## src/verilog/cache_types_pkg.sv

```systemverilog
// cache geometry localparams, address union, line, byte-enable and metadata types
`default_nettype none

package cache_types_pkg;

    // two-way set-associative, 8 sets of 32-byte lines
    localparam int num_sets    = 8;
    localparam int num_ways    = 2;
    localparam int line_bytes  = 32;
    localparam int tag_bits    = 24;
    localparam int set_bits    = 3;
    localparam int offset_bits = 5;

    // one full cache line, word 0 in the low bits
    typedef logic [8*line_bytes-1:0] cacheline_t;

    // one enable per byte of a line
    typedef logic [line_bytes-1:0] byte_en_t;

    // field view of a 32-bit byte address
    typedef struct packed {
        logic [tag_bits-1:0]    tag;
        logic [set_bits-1:0]    set;
        logic [offset_bits-1:0] offset;
    } cache_addr_fields_t;

    // the same address seen as a plain word or split into fields
    typedef union packed {
        logic [31:0]        word;
        cache_addr_fields_t f;
    } cache_addr_u;

    // per-way metadata entry of one set
    typedef struct packed {
        logic                valid;
        logic                dirty;
        logic [tag_bits-1:0] tag;
    } way_meta_t;

endpackage : cache_types_pkg

`default_nettype wire

```

## src/verilog/bus_adapter.sv

```systemverilog
// CPU word and byte enables to line width and the addressed word out of a line
`timescale 1ns/100ps
`default_nettype none

module bus_adapter
    import cache_types_pkg::*;
(
    input  logic [31:0] mem_wdata,
    input  logic [3:0]  mem_byte_enable,
    input  cache_addr_u address,
    input  cacheline_t  mem_rdata256,
    output cacheline_t  mem_wdata256,
    output byte_en_t    mem_byte_enable256,
    output logic [31:0] mem_rdata
);

    // word slot inside the line
    logic [2:0] word_sel;

    assign word_sel = address.f.offset[4:2];

    // the word goes to every slot and the enables pick the real one
    assign mem_wdata256 = {(line_bytes/4){mem_wdata}};

    // four enables shifted to the addressed word with zeros elsewhere
    assign mem_byte_enable256 = byte_en_t'(mem_byte_enable) << {word_sel, 2'b00};

    assign mem_rdata = mem_rdata256[{word_sel, 5'b00000} +: 32];

endmodule : bus_adapter

`default_nettype wire

```

## config.mk

```make
export PLATFORM = sky130hd
export DESIGN_NAME = bus_adapter
export DESIGN_NICKNAME = d
export VERILOG_FILES = /design/src/verilog/cache_types_pkg.sv /design/src/verilog/bus_adapter.sv
export SDC_FILE = /design/constraint.sdc
export NUM_CORES = 1
export LEC_CHECK = 0
export BUFFER_PORTS_ARGS = -buffer_cell sky130_fd_sc_hd__buf_4
export CAP_MARGIN = 20
export CORE_AREA = 2 2 248 250
export DETAILED_ROUTE_END_ITERATION = 6
export DIE_AREA = 0 0 250 252
export PLACE_DENSITY = 0.39
export SKIP_LAST_GASP = 1
export SLEW_MARGIN = 25
export SYNTH_ARGS = -nofsm -noshare
export SYNTH_HDL_FRONTEND = slang
export SYNTH_SLANG_ARGS = --single-unit
```

## constraint.sdc

```tcl
create_clock -name vclk -period 3.2
set_input_delay 0.32 -clock vclk [all_inputs]
set_output_delay 0.32 -clock vclk [all_outputs]
set_load 0.02 [all_outputs]
```

* After elaboration in Yosys (flattened, before gate mapping)
Index checks and enable logic that the tools add are counted.
** Storage, ports and cells
- Register bits after elaboration :: 0
- Input bits :: 324
- Output and inout bits :: 320
** Cells by class
- Shift-type cells :: 2
** Operators with widths (number)
- $shiftx A256 B9 Y32 :: 1
- $shl A4 B5 Y32 :: 1

* Logic depth before layout (Yosys ltp)
Gate-level depths: netlist of the first run.
- Word-level depth :: 1
- Mapped depth :: 5
- Mapped depth without buffers :: 2

* Worst setup path before layout of the first run
Ideal clock, no wire load.
- Path type :: in2out
- Start :: in address[2] in the netlist's numbering
- End :: out mem_rdata[2]
- Data arrival time :: 1.466 ns
- Data required time :: 2.880 ns
- Setup slack :: 1.414 ns
- Stages :: 4
- Path buffers :: 2
- Path through :: buf_6 -> buf_6 -> mux4_1 -> mux2_2
** On the way
- Cells in the longest elaborated chain, start to end :: 1
** RTL lines
- from (decl) :: line bus_adapter.sv:10 : input cache_addr_u address,
- $shiftx A256 B9 Y32 :: line bus_adapter.sv:28 : assign mem_rdata = mem_rdata256[{word_sel, 5'b00000} +: 32];
- to (decl) :: line bus_adapter.sv:14 : output logic [31:0] mem_rdata
No other way between the ends.

* Final worst setup path of the first run
- Start :: in address[2] in the netlist's numbering
- End :: out mem_rdata[20]
Same word-level chain as after synthesis.

==> flow_summary.toml, run 1 <==
[power]
p_per_area_nw_per_um2 = 138
combPwrFrac = 1.000
irDropWorstVdd_uv = 80.8
p_sw_uw = 326
p_int_uw = 452
switching_share = 0.419
p_seq_frac = 0
power_frac_clock = 0
p_total_uw = 778
p_leak_nw = 2.41

[floorplanning]
die_area_um2 = 63000
start_util = 0.0703
ios = 644
die_y_um = 252
row_count = 90
die_w_um = 250
fp.coreArea_um2 = 60100

[routing]
post-route-drc-count = 0
wl_per_cell_um = 16.2
vias = 3150
first_pass_iters = 4
vias_per_cell = 2.51
drt_wl_total_um = 20300
antenna_left = 0
initialDrtViolationCount = 110

[clock_network]
post_cts_buffers = 0
post_cts_resized = 0
hold_buffers = 0

[timing]
finalCritPeriodShare = 0.755
drv_slew = 0
fin_crit_ps = 2410
max_slew_margin = 0.625
tns_ps = 0
rsz0062_at_grt = "no"
setup_ws_ps = 785
fmax_mhz = 414
final_hold_viol_count = 0
finalSetupViolCount = 0
worstMarginPinSlew_ps = 562

[placement]
gp_congestion = 0.845
hpwl_um = 18600
preCtsSetupSlack_ps = 744
placed_cells = 1254
portBuffers = 327

[finish]
nFlopsAndLatches = 0
syn2layout_area_growth_pct = 33.6
multi_input_area_um2 = 2150
nClkBuffers = 0
fillers = 7068
instances_no_fill = 1255
register_area_um2 = 0
final_nets = 798
layout-drive-gt1-share = 0.816

[synthesis]
yosysMostFrequentCell = "buf_4"
synth_top_area_share = 0.460
synth.avg_cell_area_um2 = 10.1
synthCells = 419
yosys_warnings = 0
synth_cell_types = 12
synth_area_leaders = "buf_4 (46%), mux4_1 (27%), mux4_2 (11%), mux2_2 (8.5%), nor2_1 (2.8%)"
synth_common_cells = "buf_4 (259), mux4_1 (44), mux2_2 (32), nor2_1 (32), mux4_2 (20)"
ys_seq_area_frac = 0
yosysTopAreaCell = "buf_4"
synth_area_um2 = 4230
synth_nets = 743

[global_route]
overflow = 0
antenna_found_initial = 3
grt_pass1_vias = 3519
grt_use_total = 0.0591
grt_pass1_wl_um = 26500
grt_max_degree = 44

[worst_setup_path]
worstPathArrival_ps = 2090
critical_path.startpoint_type = "input port"
crit_start = "address[2]"
critical_path_class = "input port to primary output"
required_ps = 2880
cp-end-kind = "primary output"
slowest_delay_ps = 600
crit_top_cell = "buf_4"
path_max_fanout = 36
cp_slowest_cell = "mux4_1"
cp_cell_sequence = "buf_4 -> buf_12 -> mux4_1 -> mux2_2 -> buf_4"

[worst_hold_path]
min_from = "mem_wdata[14]"
min_path_type = "input port to primary output"

[job]
cap_violations = 0

[status]
status = "finished clean"
[power by group through the flow]
stage / registers [mW] / logic (mW) / clock network (mW)
finish: 0 / 0.778 / 0.0000000427
global route: 0 / 0.833 / 0
floorplan: 0 / 0.805 / 0
detailed placement: 0 / 0.803 / 0
CTS: 0 / 0.806 / 0
global placement: 0 / 0.799 / 0
[routing by layer]
metal | global-route usage | vias to the layer above | part of all wire
li1 | - | 1359 | -
met1 | 0.0496 | 1427 | 0.28
met2 | 0.117 | 289 | 0.54
met3 | 0.0323 | 69 | 0.14
met4 | 0.0171 | 6 | 0.031
met5 | 0 | - | 0.0022
[cell families (layout without fill, tap and decap cells)]
logic type,Yosys count,in the layout,synth area share
simple gates,44,44,0.0432
buf+inv,279,332,0.492
other cells,0,1,0
mux,96,96,0.465
[metrics by stage]
step	hold slack, ps	util	cell area, um2
after CTS	641	0.0939	5650
after global placement	641	0.0939	5650
after global routing	640	0.0939	5650
after floorplan	753	-	4230
after detailed placement	641	0.0939	5650
final	640	0.0939	5650
[cell usage in the layout (no fill, tap or decap)]
cell,netlist,final
nand2b_1,6,6
or2_2,1,1
nand2_1,5,5
mux4_1,44,44
mux4_2,20,20
mux2_2,32,32
buf_12,0,2
nor2_1,32,32
diode_2,0,1
buf_4,259,330
[path summary, 6_finish.rpt]
| kind | endpoint | cells after the start |
|---|---|---|
| max | mem_rdata[20] | 5 |
| min | mem_wdata256[14] | 0 |
[critical path: cells and delay by family]
| kind | cells | cell delay [ps] |
|---|---|---|
| buf+inv | 3 | 860 |
| mux | 2 | 900 |
[layout make-up]
type / count / area share
diodes: 1 / 0.000443
multi-input cells: 140 / 0.381
well taps: 782 / 0.173
repair buffers: 332 / 0.446
No activity file was read; power rests on OpenSTA's default activity.
==> inputs of run 2 (changes only) <==
- clock period: 3.2 -> 2.5 ns (I/O delays scaled with it)
==> flow_summary.toml, run 2 (synthesis gave the netlist of run 1 again) <==
[worst_setup_path]
worstPathArrival_ps = 1810
critical_path_class = "input port to primary output"
path_max_fanout = 36
required_ps = 2250
cp-end-kind = "primary output"
critical_path.startpoint_type = "input port"

[global_route]
grt.busiest_layer = "met2"
use_met3 = 0.0331
antenna_found_initial = 5
gr-usage-met2 = 0.116
grt_pass1_vias = 3492
grt_use_total = 0.0596
grt_pass1_wl_um = 26800
overflow = 0
grt_max_degree = 37
grt.met1_usage = 0.0495

[timing]
drv_slew = 0
hold_slack_ps = 500
max_slew_margin = 0.643
worstMarginPinSlew_ps = 536
fin_crit_ps = 2060
finalCritPeriodShare = 0.825
setup_ws_ps = 438
final_hold_viol_count = 0
tns_ps = 0
fmax_mhz = 485
rsz0062_at_grt = "no"
finalSetupViolCount = 0

[routing]
post-route-drc-count = 0
wl_per_cell_um = 16.0
initialDrtViolationCount = 119
first_pass_iters = 4
antenna_left = 0
vias = 3151
drt_wl_total_um = 20100
vias_per_cell = 2.51

[finish]
num_antenna_cells = 0
final_util = 0.0943
syn2layout_area_growth_pct = 34.1
layout-drive-gt1-share = 0.816
nClkBuffers = 0
fillers = 7028
nFlopsAndLatches = 0
mostFrequentLayoutCells = "buf_4 (331), mux4_1 (44), mux2_2 (32), nor2_1 (32), mux4_2 (20)"
final_area_um2 = 5670
register_area_um2 = 0
final_common_cell = "buf_4"
instances_no_fill = 1256
final_nets = 800

[placement]
gp_congestion = 0.848
preCtsSetupSlack_ps = 408
hpwl_um = 18500
portBuffers = 327
placed_cell_area_um2 = 5670
placed_cells = 1256

[power]
irDropWorstVdd_uv = 84.6
p_total_mw = 1.00
p_per_area_nw_per_um2 = 176
p_leak_nw = 2.43

[floorplanning]
ios = 644
start_util = 0.0703
die_y_um = 252
row_count = 90
fp.coreArea_um2 = 60100
die_area_um2 = 63000
die_w_um = 250

[clock_network]
post_cts_resized = 0
hold_buffers = 0
post_cts_buffers = 0

[job]
cap_violations = 0

[status]
status = "finished clean"

[worst_hold_path]
min_path_type = "input port to primary output"
-- run 2: area by class of cell --
type / count / area [um2] / area share
repair buffers: 334 / 2540 / 0.449
multi-input cells: 140 / 2150 / 0.379
well taps: 782 / 978 / 0.172
-- run 2: final timing paths --
| check | startpoint | end | slack (ps) | cells after the start |
|---|---|---|---|---|
| max | address[2] | mem_rdata[6] | 440 | 5 |
| min | mem_wdata[14] | mem_wdata256[14] | 500 | 0 |
-- run 2: report_power, final --
group	internal (mW)	switching, mW	total, mW
clock network	0	0	0
registers	0	0	0
logic	0.582	0.418	1.00
total	0.582	0.418	1.00
-- run 2: worst max-delay path, cell delays in order --
cell and delay [ps]:
buf_4 120, buf_12 240, mux4_1 680, mux2_2 300, buf_4 180
-- run 2: layer usage --
layer / wire length, um / vias up
met2: 10800 / 296
met4: 841 / 4
met3: 3000 / 69
li1: - / 1359
met5: 27 / -
met1: 5510 / 1423
