[src/verilog/cache_ctrl_pkg.sv]
// mux-select enums and the control/datapath status and command structs
`default_nettype none

package cache_ctrl_pkg;

    typedef enum logic {addrmux_cpu, addrmux_victim} addrmux_sel_t;
    typedef enum logic {datamux_mem, datamux_cpu} datamux_sel_t;
    typedef enum logic {benmux_all, benmux_cpu} benmux_sel_t;
    typedef enum logic {waymux_hit, waymux_lru} waymux_sel_t;

    // commands from the FSM to the arrays and muxes
    typedef struct packed {
        addrmux_sel_t addrmux_sel;
        datamux_sel_t datamux_sel;
        benmux_sel_t  benmux_sel;
        waymux_sel_t  waymux_sel;
        logic         data_write;
        logic         tag_write;
        logic         valid_write;
        logic         dirty_write;
        logic         dirty_value;
        logic         lru_write;
    } ctrl_to_dp_t;

    // lookup results back to the FSM
    typedef struct packed {
        logic hit;
        logic hit_way;
        logic victim_dirty;
    } dp_to_ctrl_t;

endpackage : cache_ctrl_pkg

`default_nettype wire

[src/verilog/cache_control.sv]
// FSM sequencing hit, victim write-back and line fill
`timescale 1ns/100ps
`default_nettype none

module cache_control
    import cache_ctrl_pkg::*;
(
    input  logic        clk,
    input  logic        reset,
    input  logic        mem_read,
    input  logic        mem_write,
    input  logic        pmem_resp,
    input  dp_to_ctrl_t status,
    output logic        mem_resp,
    output logic        pmem_read,
    output logic        pmem_write,
    output ctrl_to_dp_t ctrl
);

    typedef enum logic [1:0] {
        s_check,
        s_writeback,
        s_fill
    } state_t;

    state_t state;
    state_t next_state;
    logic   request;

    assign request = mem_read || mem_write;

    always_ff @(posedge clk) begin
        if (reset) begin
            state <= s_check;
        end else begin
            state <= next_state;
        end
    end

    always_comb begin
        next_state = state;
        mem_resp   = 1'b0;
        pmem_read  = 1'b0;
        pmem_write = 1'b0;

        // default selects serve a CPU access to the hit way
        ctrl.addrmux_sel = addrmux_cpu;
        ctrl.datamux_sel = datamux_cpu;
        ctrl.benmux_sel  = benmux_cpu;
        ctrl.waymux_sel  = waymux_hit;
        ctrl.data_write  = 1'b0;
        ctrl.tag_write   = 1'b0;
        ctrl.valid_write = 1'b0;
        ctrl.dirty_write = 1'b0;
        ctrl.dirty_value = 1'b0;
        ctrl.lru_write   = 1'b0;

        unique case (state)
            s_check: begin
                if (request) begin
                    if (status.hit) begin
                        // answer in the same cycle and update at this edge
                        mem_resp       = 1'b1;
                        ctrl.lru_write = 1'b1;
                        if (mem_write) begin
                            ctrl.data_write  = 1'b1;
                            ctrl.dirty_write = 1'b1;
                            ctrl.dirty_value = 1'b1;
                        end
                    end else if (status.victim_dirty) begin
                        next_state = s_writeback;
                    end else begin
                        next_state = s_fill;
                    end
                end
            end

            s_writeback: begin
                pmem_write       = 1'b1;
                ctrl.addrmux_sel = addrmux_victim;
                ctrl.waymux_sel  = waymux_lru;
                if (pmem_resp) begin
                    next_state = s_fill;
                end
            end

            s_fill: begin
                pmem_read        = 1'b1;
                ctrl.waymux_sel  = waymux_lru;
                ctrl.datamux_sel = datamux_mem;
                ctrl.benmux_sel  = benmux_all;
                if (pmem_resp) begin
                    // new line lands clean and valid under the CPU tag
                    ctrl.data_write  = 1'b1;
                    ctrl.tag_write   = 1'b1;
                    ctrl.valid_write = 1'b1;
                    ctrl.dirty_write = 1'b1;
                    next_state       = s_check;
                end
            end

            default: begin
                next_state = s_check;
            end
        endcase
    end

    a_cpu_one_op: assert property (@(posedge clk) disable iff (reset)
        !(mem_read && mem_write));

    a_pmem_one_op: assert property (@(posedge clk) disable iff (reset)
        !(pmem_read && pmem_write));

    a_resp_with_req: assert property (@(posedge clk) disable iff (reset)
        mem_resp |-> request);

endmodule : cache_control

`default_nettype wire

[config.mk]
export PLATFORM = sky130hd
export DESIGN_NAME = cache_control
export DESIGN_NICKNAME = d
export VERILOG_FILES = /design/src/verilog/cache_ctrl_pkg.sv /design/src/verilog/cache_control.sv
export SDC_FILE = /design/constraint.sdc
export NUM_CORES = 1
export LEC_CHECK = 0
export ABC_AREA = 1
export BUFFER_PORTS_ARGS = -buffer_cell sky130_fd_sc_hd__buf_2
export CAP_MARGIN = 0
export CORE_AREA = 2 2 39 41
export DETAILED_ROUTE_END_ITERATION = 10
export DIE_AREA = 0 0 41 43
export GPL_ROUTABILITY_DRIVEN = 0
export PLACE_DENSITY_LB_ADDON = 0.25
export SLEW_MARGIN = 20
export SYNTH_ARGS = -nofsm -noshare
export SYNTH_HDL_FRONTEND = slang
export SYNTH_SLANG_ARGS = --single-unit
export TNS_END_PERCENT = 100
[constraint.sdc]
create_clock -name clk -period 1.9 [get_ports clk]
set_input_delay 0.475 -clock clk [delete_from_list [all_inputs] [get_ports clk]]
set_output_delay 0.475 -clock clk [all_outputs]
set_load 0.1 [all_outputs]
* Word-level counts from Yosys, hierarchy flattened
Index checks and enable logic that the tools add are counted.
Storage, ports and cells: bits in registers 2, word-level logic and storage cells 35, input port bits 8
Cells by class: equality and inequality tests 6, reductions and logical operators 4, mux-type cells 24
Operators with widths (number):
- $mux 2 | 9
- $mux 1 | 9
- $ne 2x2->1 const B | 4
- $mux 3 | 2
- $pmux 2 s3 | 1
- $mux 4 | 1
- $pmux 1 s2 | 2
- $reduce_and 4->1 | 1
- $eq 2x1->1 const B | 1
- $eq 2x2->1 const B | 1
- $logic_not 2->1 | 1
- $reduce_or 2->1 | 1
- $logic_or 1x1->1 | 1

* Depth between registers and ports, before layout
Gate-level depths: netlist (run 1).
word-level depth 4, gate-level depth with buffers 7

* Least setup slack after synthesis (run 1)
No wires, ideal clock.
kind register to output, from register state[0], to output ctrl[5] (netlist bit), stages on the path, launching flop included 6, arrival 3372 ps, slack -1947 ps, path through dfxtp_1 -> inv_1 -> ha_1 -> nand2_1 -> o21ai_0 -> buf_4
RTL lines:
- start: declaration | RTL line cache_control.sv:26 | state_t state;
- start signal: assignment | RTL line cache_control.sv:34 | state <= s_check;
- start signal: assignment | RTL line cache_control.sv:36 | state <= next_state;
- end: declaration | RTL line cache_control.sv:17 | output ctrl_to_dp_t ctrl

==> results_dict.tcl, run 1 <==
set metrics [dict create \
    status "finished clean" \
    place_ws_ns 0.288 \
    start_kind "flop" \
    grt_pass1_vias 240 \
    final_area_sq_um 539 \
    groute.usage.overall 0.0842 \
    portBuffers 19 \
    synth_xor_area_frac 0 \
    die_area_sq_mm 0.00176 \
    synth_area_sq_um 258 \
    clockBufferDepth 2 \
    synth-simple-area-share 0.325 \
    multi_input_area_sq_um 204 \
    final_cell_mix "buf_2, nand2_1, buf_12" \
    layout_commonest_cell "buf_2" \
    cts.repair.resized 0 \
    endpoint_kind "primary output" \
    synth_mux_area_frac 0 \
    ios 21 \
    dp_hpwl_um 507 \
    syn-mean-instance-area_sq_um 6.44 \
    root_buffer "clkbuf_4" \
    synth.area.top_cells "ha_1, dfxtp_1, buf_4, nand2_1, inv_1" \
    synth_seq_cells 2 \
    crit_chain "inv_2, ha_2, nand2_4, o21ai_4, buf_12" \
    wl_per_cell_um 7.60 \
    die_w_um 41 \
    regArea_sq_um 40.0 \
    drc_errors 0 \
    clock_sinks 2 \
    dpl.cell_count 70 \
    cts_tree "built" \
    clk_latency_ns 0.22 \
    synth_cells 40 \
    crit_fanout 4 \
    final_cell_count_no_fill 73 \
    cts_setup_buffers 0 \
    setup_viol 0 \
    rsz0062_at_grt "false" \
    cap_violations 0 \
    worstMarginPinSlew_ns 0.486 \
    syn_nets 52 \
    hold_path_class "in2reg" \
    registers.top_by_ff_count "state" \
    reg_top3 "state (2)" \
    layout-drive-gt1-share 0.632 \
    synth_cell_types 11 \
    placed_cell_area_sq_um 517 \
    grt_max_degree 5 \
    fmax_mhz 547 \
    hold_violations 0 \
    crit_type "reg2out" \
    initial_utilization 0.186 \
    finalCritPeriodShare 0.962 \
    areaGrowthSynthToFinish_pct 109 \
    worstPathArrival_ns 1.35 \
    cp_slowest_cell "dfxtp_1" \
    wirelength_um 555 \
    cpLargestDelayFamily "flip-flops" \
    grt_overflow 0 \
    ctsHoldBuffers 0 \
    vias 270 \
    clk_pin_slew_ns 0.03 \
    firstDrtPassIters 1 \
    path_buf_inv 2 \
    fill_cells 142 \
    die_h_um 43 \
    cpPeakStageDelay_ns 0.31 \
    synth-compound-area-share 0.0631 \
    nNetsFinal 71 \
    rows 14 \
    worst_slack_ns 0.0721 \
    finalCriticalPeriod_ns 1.83 \
    ant_nets 0 \
    cp-startpoint "state[0]$_SDFFE_PP0P_" \
    htree_levels 1 \
    synth_top_area_share 0.194 \
    antenna_found_initial 0 \
    yosys_warnings 0 \
    viasPerCell 3.70 \
    diodes 0 \
    yosysTopAreaCell "ha_1" \
    synth_top_family_by_area "simple AND/OR/NAND/NOR gates" \
    slew_violations 0 \
    first_iter_violations 0 \
    slew_headroom 0.678 \
    core_sq_mm 0.00138 \
    clock-skew-final_ns 0.000664 \
    cp.required_ns 1.42 \
    numCtsBuffers 3 \
    largest_reg_flops 2 \
    hp-start "reset" \
    seq_area_frac_synth 0.155 \
    yosys.area_share.adder 0.194 \
    grt_pass1_wl_um 924 \
    tns_ns 0 \
    reg2reg_from "state[1]$_SDFFE_PP0P_" \
]
path summary, 6_finish.rpt:
| path | to | slack (ns) | cells past startpoint |
|---|---|---|---|
| min reg2reg | state[0]$_SDFFE_PP0P_ | 0.60 | 4 |
| min | state[1]$_SDFFE_PP0P_ | 0.50 | 4 |
| max reg2reg | state[1]$_SDFFE_PP0P_ | 0.75 | 6 |
| max | ctrl[5] | 0.07 | 5 |
logic make-up after synthesis:
group	after synthesis
and+or+nand+nor	19
buffers and inverters	13
adders and majority gates	4
AOI/OAI and AO/OA	2
DFF	2
cells in the mapped netlist:
library cell / number
buf_4: 5
dfxtp_1: 2
nand4_1: 1
nor2_1: 6
o21ai_0: 1
inv_1: 8
nand3b_1: 1
o21bai_2: 1
ha_1: 4
nand2_1: 10
nand3_2: 1
cell type report:
class	instances	area share
Sequential cell	2	0.0742
Timing Repair Buffer	19	0.399
Inverter	8	0.0696
Clock buffer	3	0.0418
Multi-Input combinational cell	25	0.378
Tap cell	16	0.0371
metrics by stage:
stage | util | hold slack (ns)
final | 0.390 | 0.496
after global routing | 0.390 | 0.541
after CTS | 0.390 | 0.492
after detailed placement | 0.373 | 0.606
after global placement | 0.373 | 0.602
after floorplan | - | 0.566
per-layer routing:
| metal | global-route usage | up-vias | part of all wire |
|---|---|---|---|
| met4 | 0.0800 | 0 | 0 |
| met3 | 0.0314 | 0 | 0.072 |
| li1 | - | 148 | - |
| met5 | 0 | - | 0 |
| met2 | 0.122 | 12 | 0.55 |
| met1 | 0.0863 | 110 | 0.37 |
worst min-delay path: stages:
cell	delay [ns]
buf_2	0.07
inv_1	0.04
nand2_1	0.05
nor2_1	0.03
Power of run 1 is left out: the tool's default activity adds up to more than one toggle a clock period on the data nets, which glitch-free logic cannot reach.
==> run 2, diff against run 1 <==
==> constraint.sdc (replaced) <==
create_clock -name clk -period 2.3 [get_ports clk]
set_input_delay 0.575 -clock clk [delete_from_list [all_inputs] [get_ports clk]]
set_output_delay 0.575 -clock clk [all_outputs]
set_load 0.1 [all_outputs]
==> results_dict.tcl, run 2 (same netlist as run 1, synthesis figures left out) <==
set metrics [dict create \
    htree_levels 1 \
    reg2regPathDepth 6 \
    final_cell_mix "buf_2, nand2_1, inv_1" \
    wl_per_cell_um 7.10 \
    fmax_mhz 471 \
    multi_input_area_sq_um 169 \
    final_cell_count_no_fill 73 \
    numCtsBuffers 3 \
    slew_violations 0 \
    hp-start "reset" \
    die_area_sq_mm 0.00176 \
    hold_path_class "in2reg" \
    cap_violations 0 \
    grt_pass1_vias 209 \
    wirelength_um 518 \
    root_buffer "clkbuf_4" \
    crit_fanout 4 \
    worstMarginPinSlew_ns 0.484 \
    die_w_um 41 \
    areaGrowthSynthToFinish_pct 47.6 \
    viasPerCell 3.55 \
    grt_pass1_wl_um 793 \
    cpPeakStageDelay_ns 0.43 \
    hold_violations 0 \
    crit_chain "inv_1, ha_1, nand2_1, o21ai_4, buf_2" \
    nNetsFinal 71 \
    reg2reg_from "state[1]$_SDFFE_PP0P_" \
    endpoint_kind "primary output" \
    cp_slowest_cell "buf_2" \
    ant_nets 0 \
    ctsHoldBuffers 0 \
    crit_type "reg2out" \
    dp_hpwl_um 458 \
    cts_tree "built" \
    slew_headroom 0.679 \
    clk_latency_ns 0.22 \
    layout_commonest_cell "buf_2" \
    die_h_um 43 \
    grt_overflow 0 \
    clockBufferDepth 2 \
    clock-skew-final_ns 0.00174 \
    diodes 0 \
    initial_utilization 0.186 \
    cts_setup_buffers 0 \
    registers.top_by_ff_count "state" \
    fin_util 0.275 \
    tns_ns 0 \
    rows 14 \
    status "finished clean" \
    antenna_found_initial 0 \
    firstDrtPassIters 3 \
    ios 21 \
    clock_sinks 2 \
    fill_cells 164 \
    setup_viol 0 \
    layout-drive-gt1-share 0.509 \
    core_sq_mm 0.00138 \
    rsz0062_at_grt "false" \
    groute.usage.overall 0.0691 \
    clk_pin_slew_ns 0.03 \
    hold_end "state[1]$_SDFFE_PP0P_" \
    finalCriticalPeriod_ns 2.12 \
    portBuffers 19 \
    reg_top3 "state (2)" \
    dpl.cell_count 70 \
    cp.required_ns 1.73 \
    start_kind "flop" \
    largest_reg_flops 2 \
    grt_max_degree 5 \
    worstPathArrival_ns 1.55 \
    finalCritPeriodShare 0.923 \
    ff2ff_setup_slack_ns 1.14 \
    cts.repair.resized 0 \
    vias 259 \
    r2r_end "state[1]$_SDFFE_PP0P_" \
    first_iter_violations 3 \
    whs_path_depth 4 \
    regArea_sq_um 40.0 \
    drc_errors 0 \
]
## run 2: changes by cell type in the layout (fill, tap and decap cells not counted), sizes merged
cell and change:
clkinvlp -1, inv +1
## run 2: how the worst max path moves through the flow
stage,from,to,depth (start not counted)
floorplan,state[0]$_SDFFE_PP0P_,ctrl[4],5
global placement,status[2],ctrl[5],4
detailed placement,status[2],ctrl[5],4
CTS,state[0]$_SDFFE_PP0P_,ctrl[5],5
global route,state[0]$_SDFFE_PP0P_,mem_resp,5
finish,state[0]$_SDFFE_PP0P_,ctrl[5],5
## run 2: final cells by class
type,count,area share
inverter,8,0.0888
multi-input combinational,25,0.444
tap,16,0.0526
sequential,2,0.105
clock buffer,3,0.0592
timing repair buffer,19,0.250
## run 2: per-stage QoR
stage                     hold WS [ns]  instance area, sq um  worst slack, ns
final                            0.598                   380            0.177
after global routing             0.600                   380           0.0519
after CTS                        0.591                   380            0.144
after detailed placement         0.612                   358            0.343
after global placement           0.610                   358            0.353
after floorplan                  0.562                   280           -0.258
## run 2: per-layer routing
metal	track usage	up-vias	part of all wire
met3	0.0471	0	0.13
li1	-	148	-
met2	0.0938	14	0.44
met1	0.0764	97	0.43
met5	0	-	0
met4	0.0400	0	0
## run 2: worst max-delay path: cells and delay by family, from the launching register on
| family | cells | cell delay, ns |
|---|---|---|
| adder cells (fa/ha/maj) | 1 | 0.18 |
| AO/OA/AOI/OAI | 1 | 0.15 |
| flip-flops | 1 | 0.30 |
| AND/OR/NAND/NOR | 1 | 0.14 |
| buffers and inverters | 2 | 0.55 |
Power of run 2 is left out for the same reason.
==> run 3, diff against run 2 <==
--- a/config.mk
+++ b/config.mk
@@ -7,12 +7,11 @@
 export LEC_CHECK = 0
 export ABC_AREA = 1
 export BUFFER_PORTS_ARGS = -buffer_cell sky130_fd_sc_hd__buf_2
-export CAP_MARGIN = 0
+export CAP_MARGIN = 20
 export CORE_AREA = 2 2 39 41
 export DETAILED_ROUTE_END_ITERATION = 10
 export DIE_AREA = 0 0 41 43
 export GPL_ROUTABILITY_DRIVEN = 0
-export PLACE_DENSITY_LB_ADDON = 0.25
 export SLEW_MARGIN = 20
 export SYNTH_ARGS = -nofsm -noshare
 export SYNTH_HDL_FRONTEND = slang
==> results_dict.tcl, run 3 (same netlist as run 1, synthesis figures left out) <==
set metrics [dict create \
    crit_type "reg2out" \
    grt_overflow 0 \
    layout-drive-gt1-share 0.509 \
    diodes 0 \
    numCtsBuffers 3 \
    wirelength_um 545 \
    cpLargestDelayFamily "buffers and inverters" \
    drc_errors 0 \
    rsz0062_at_grt "false" \
    layout_commonest_cell "buf_2" \
    groute.usage.overall 0.0731 \
    cp_slowest_cell "buf_2" \
    initial_utilization 0.186 \
    ios 21 \
    largest_reg_flops 2 \
    regArea_sq_um 40.0 \
    timing.hold.ws_ns 0.597 \
    portBuffers 19 \
    ant_nets 0 \
    htree_levels 1 \
    die_area_sq_mm 0.00176 \
    finalCriticalPeriod_ns 2.13 \
    final_cell_count_no_fill 73 \
    cts_tree "built" \
    grt_pass1_wl_um 814 \
    cpPeakStageDelay_ns 0.44 \
    core_sq_mm 0.00138 \
    cap_violations 0 \
    reg_top3 "state (2)" \
    nNetsFinal 71 \
    status "finished clean" \
    worstPathArrival_ns 1.55 \
    multi_input_area_sq_um 169 \
    path_buf_inv 2 \
    start_kind "flop" \
    crit_chain "inv_1, ha_1, nand2_1, o21ai_4, buf_2" \
    dp_hpwl_um 466 \
    setup_viol 0 \
    placed_cell_area_sq_um 358 \
    place_ws_ns 0.345 \
    worstMarginPinSlew_ns 0.485 \
    first_iter_violations 0 \
    clk_latency_ns 0.22 \
    cts_setup_buffers 0 \
    grt_max_degree 5 \
    rows 14 \
    cts.repair.resized 0 \
    grt_pass1_vias 241 \
    dpl.cell_count 70 \
    final_cell_mix "buf_2, nand2_1, inv_1" \
    final_area_sq_um 380 \
    wl_per_cell_um 7.47 \
    crit_fanout 4 \
    worst_slack_ns 0.172 \
    cp.required_ns 1.73 \
    clockBufferDepth 2 \
    clock-skew-final_ns 0.00251 \
    slew_violations 0 \
    hold_violations 0 \
    die_h_um 43 \
    ctsHoldBuffers 0 \
    areaGrowthSynthToFinish_pct 47.6 \
    vias 275 \
    slew_headroom 0.679 \
    antenna_found_initial 0 \
    registers.top_by_ff_count "state" \
    fill_cells 168 \
    viasPerCell 3.77 \
    clk_pin_slew_ns 0.03 \
    fmax_mhz 470 \
    clock_sinks 2 \
    root_buffer "clkbuf_4" \
    firstDrtPassIters 1 \
    finalCritPeriodShare 0.925 \
    endpoint_kind "primary output" \
    die_w_um 41 \
    hold_path_class "in2reg" \
]
[run 3: cell counts in the layout (fill, tap and decap cells not counted)]
No cell type changed its count.
[run 3: final timing paths]
kind | start | depth (start not counted) | slack [ns] | endpoint
setup / recovery | state[0]$_SDFFE_PP0P_ | 5 | 0.17 | ctrl[5]
hold / removal | reset | 4 | 0.60 | state[0]$_SDFFE_PP0P_
setup reg to reg | state[0]$_SDFFE_PP0P_ | 6 | 1.14 | state[1]$_SDFFE_PP0P_
hold reg to reg | state[1]$_SDFFE_PP0P_ | 4 | 0.62 | state[1]$_SDFFE_PP0P_
[run 3: final cells by class]
| type | count | area share |
|---|---|---|
| inverters | 8 | 0.0888 |
| clock buffers | 3 | 0.0592 |
| flip-flops and latches | 2 | 0.105 |
| well taps | 16 | 0.0526 |
| multi-input cells | 25 | 0.444 |
| repair buffers | 19 | 0.250 |
[run 3: worst min-delay path, delay by kind of cell]
kind | cells | cell delay [ns]
buf+inv | 2 | 0.11
simple gates | 2 | 0.08
[run 3: per-stage QoR]
stage	utilization	setup TNS, ns
after detailed placement	0.259	0
after floorplan	-	-0.931
after CTS	0.275	0
after global placement	0.259	0
after global routing	0.275	0
final	0.275	0
[run 3: metal layers]
metal / up-vias / GRT usage / part of all wire
met3: 0 / 0.0314 / 0.16
met2: 18 / 0.113 / 0.46
li1: 150 / - / -
met1: 107 / 0.0607 / 0.37
met5: - / 0 / 0
met4: 0 / 0.0800 / 0
Power of run 3 is left out for the same reason.
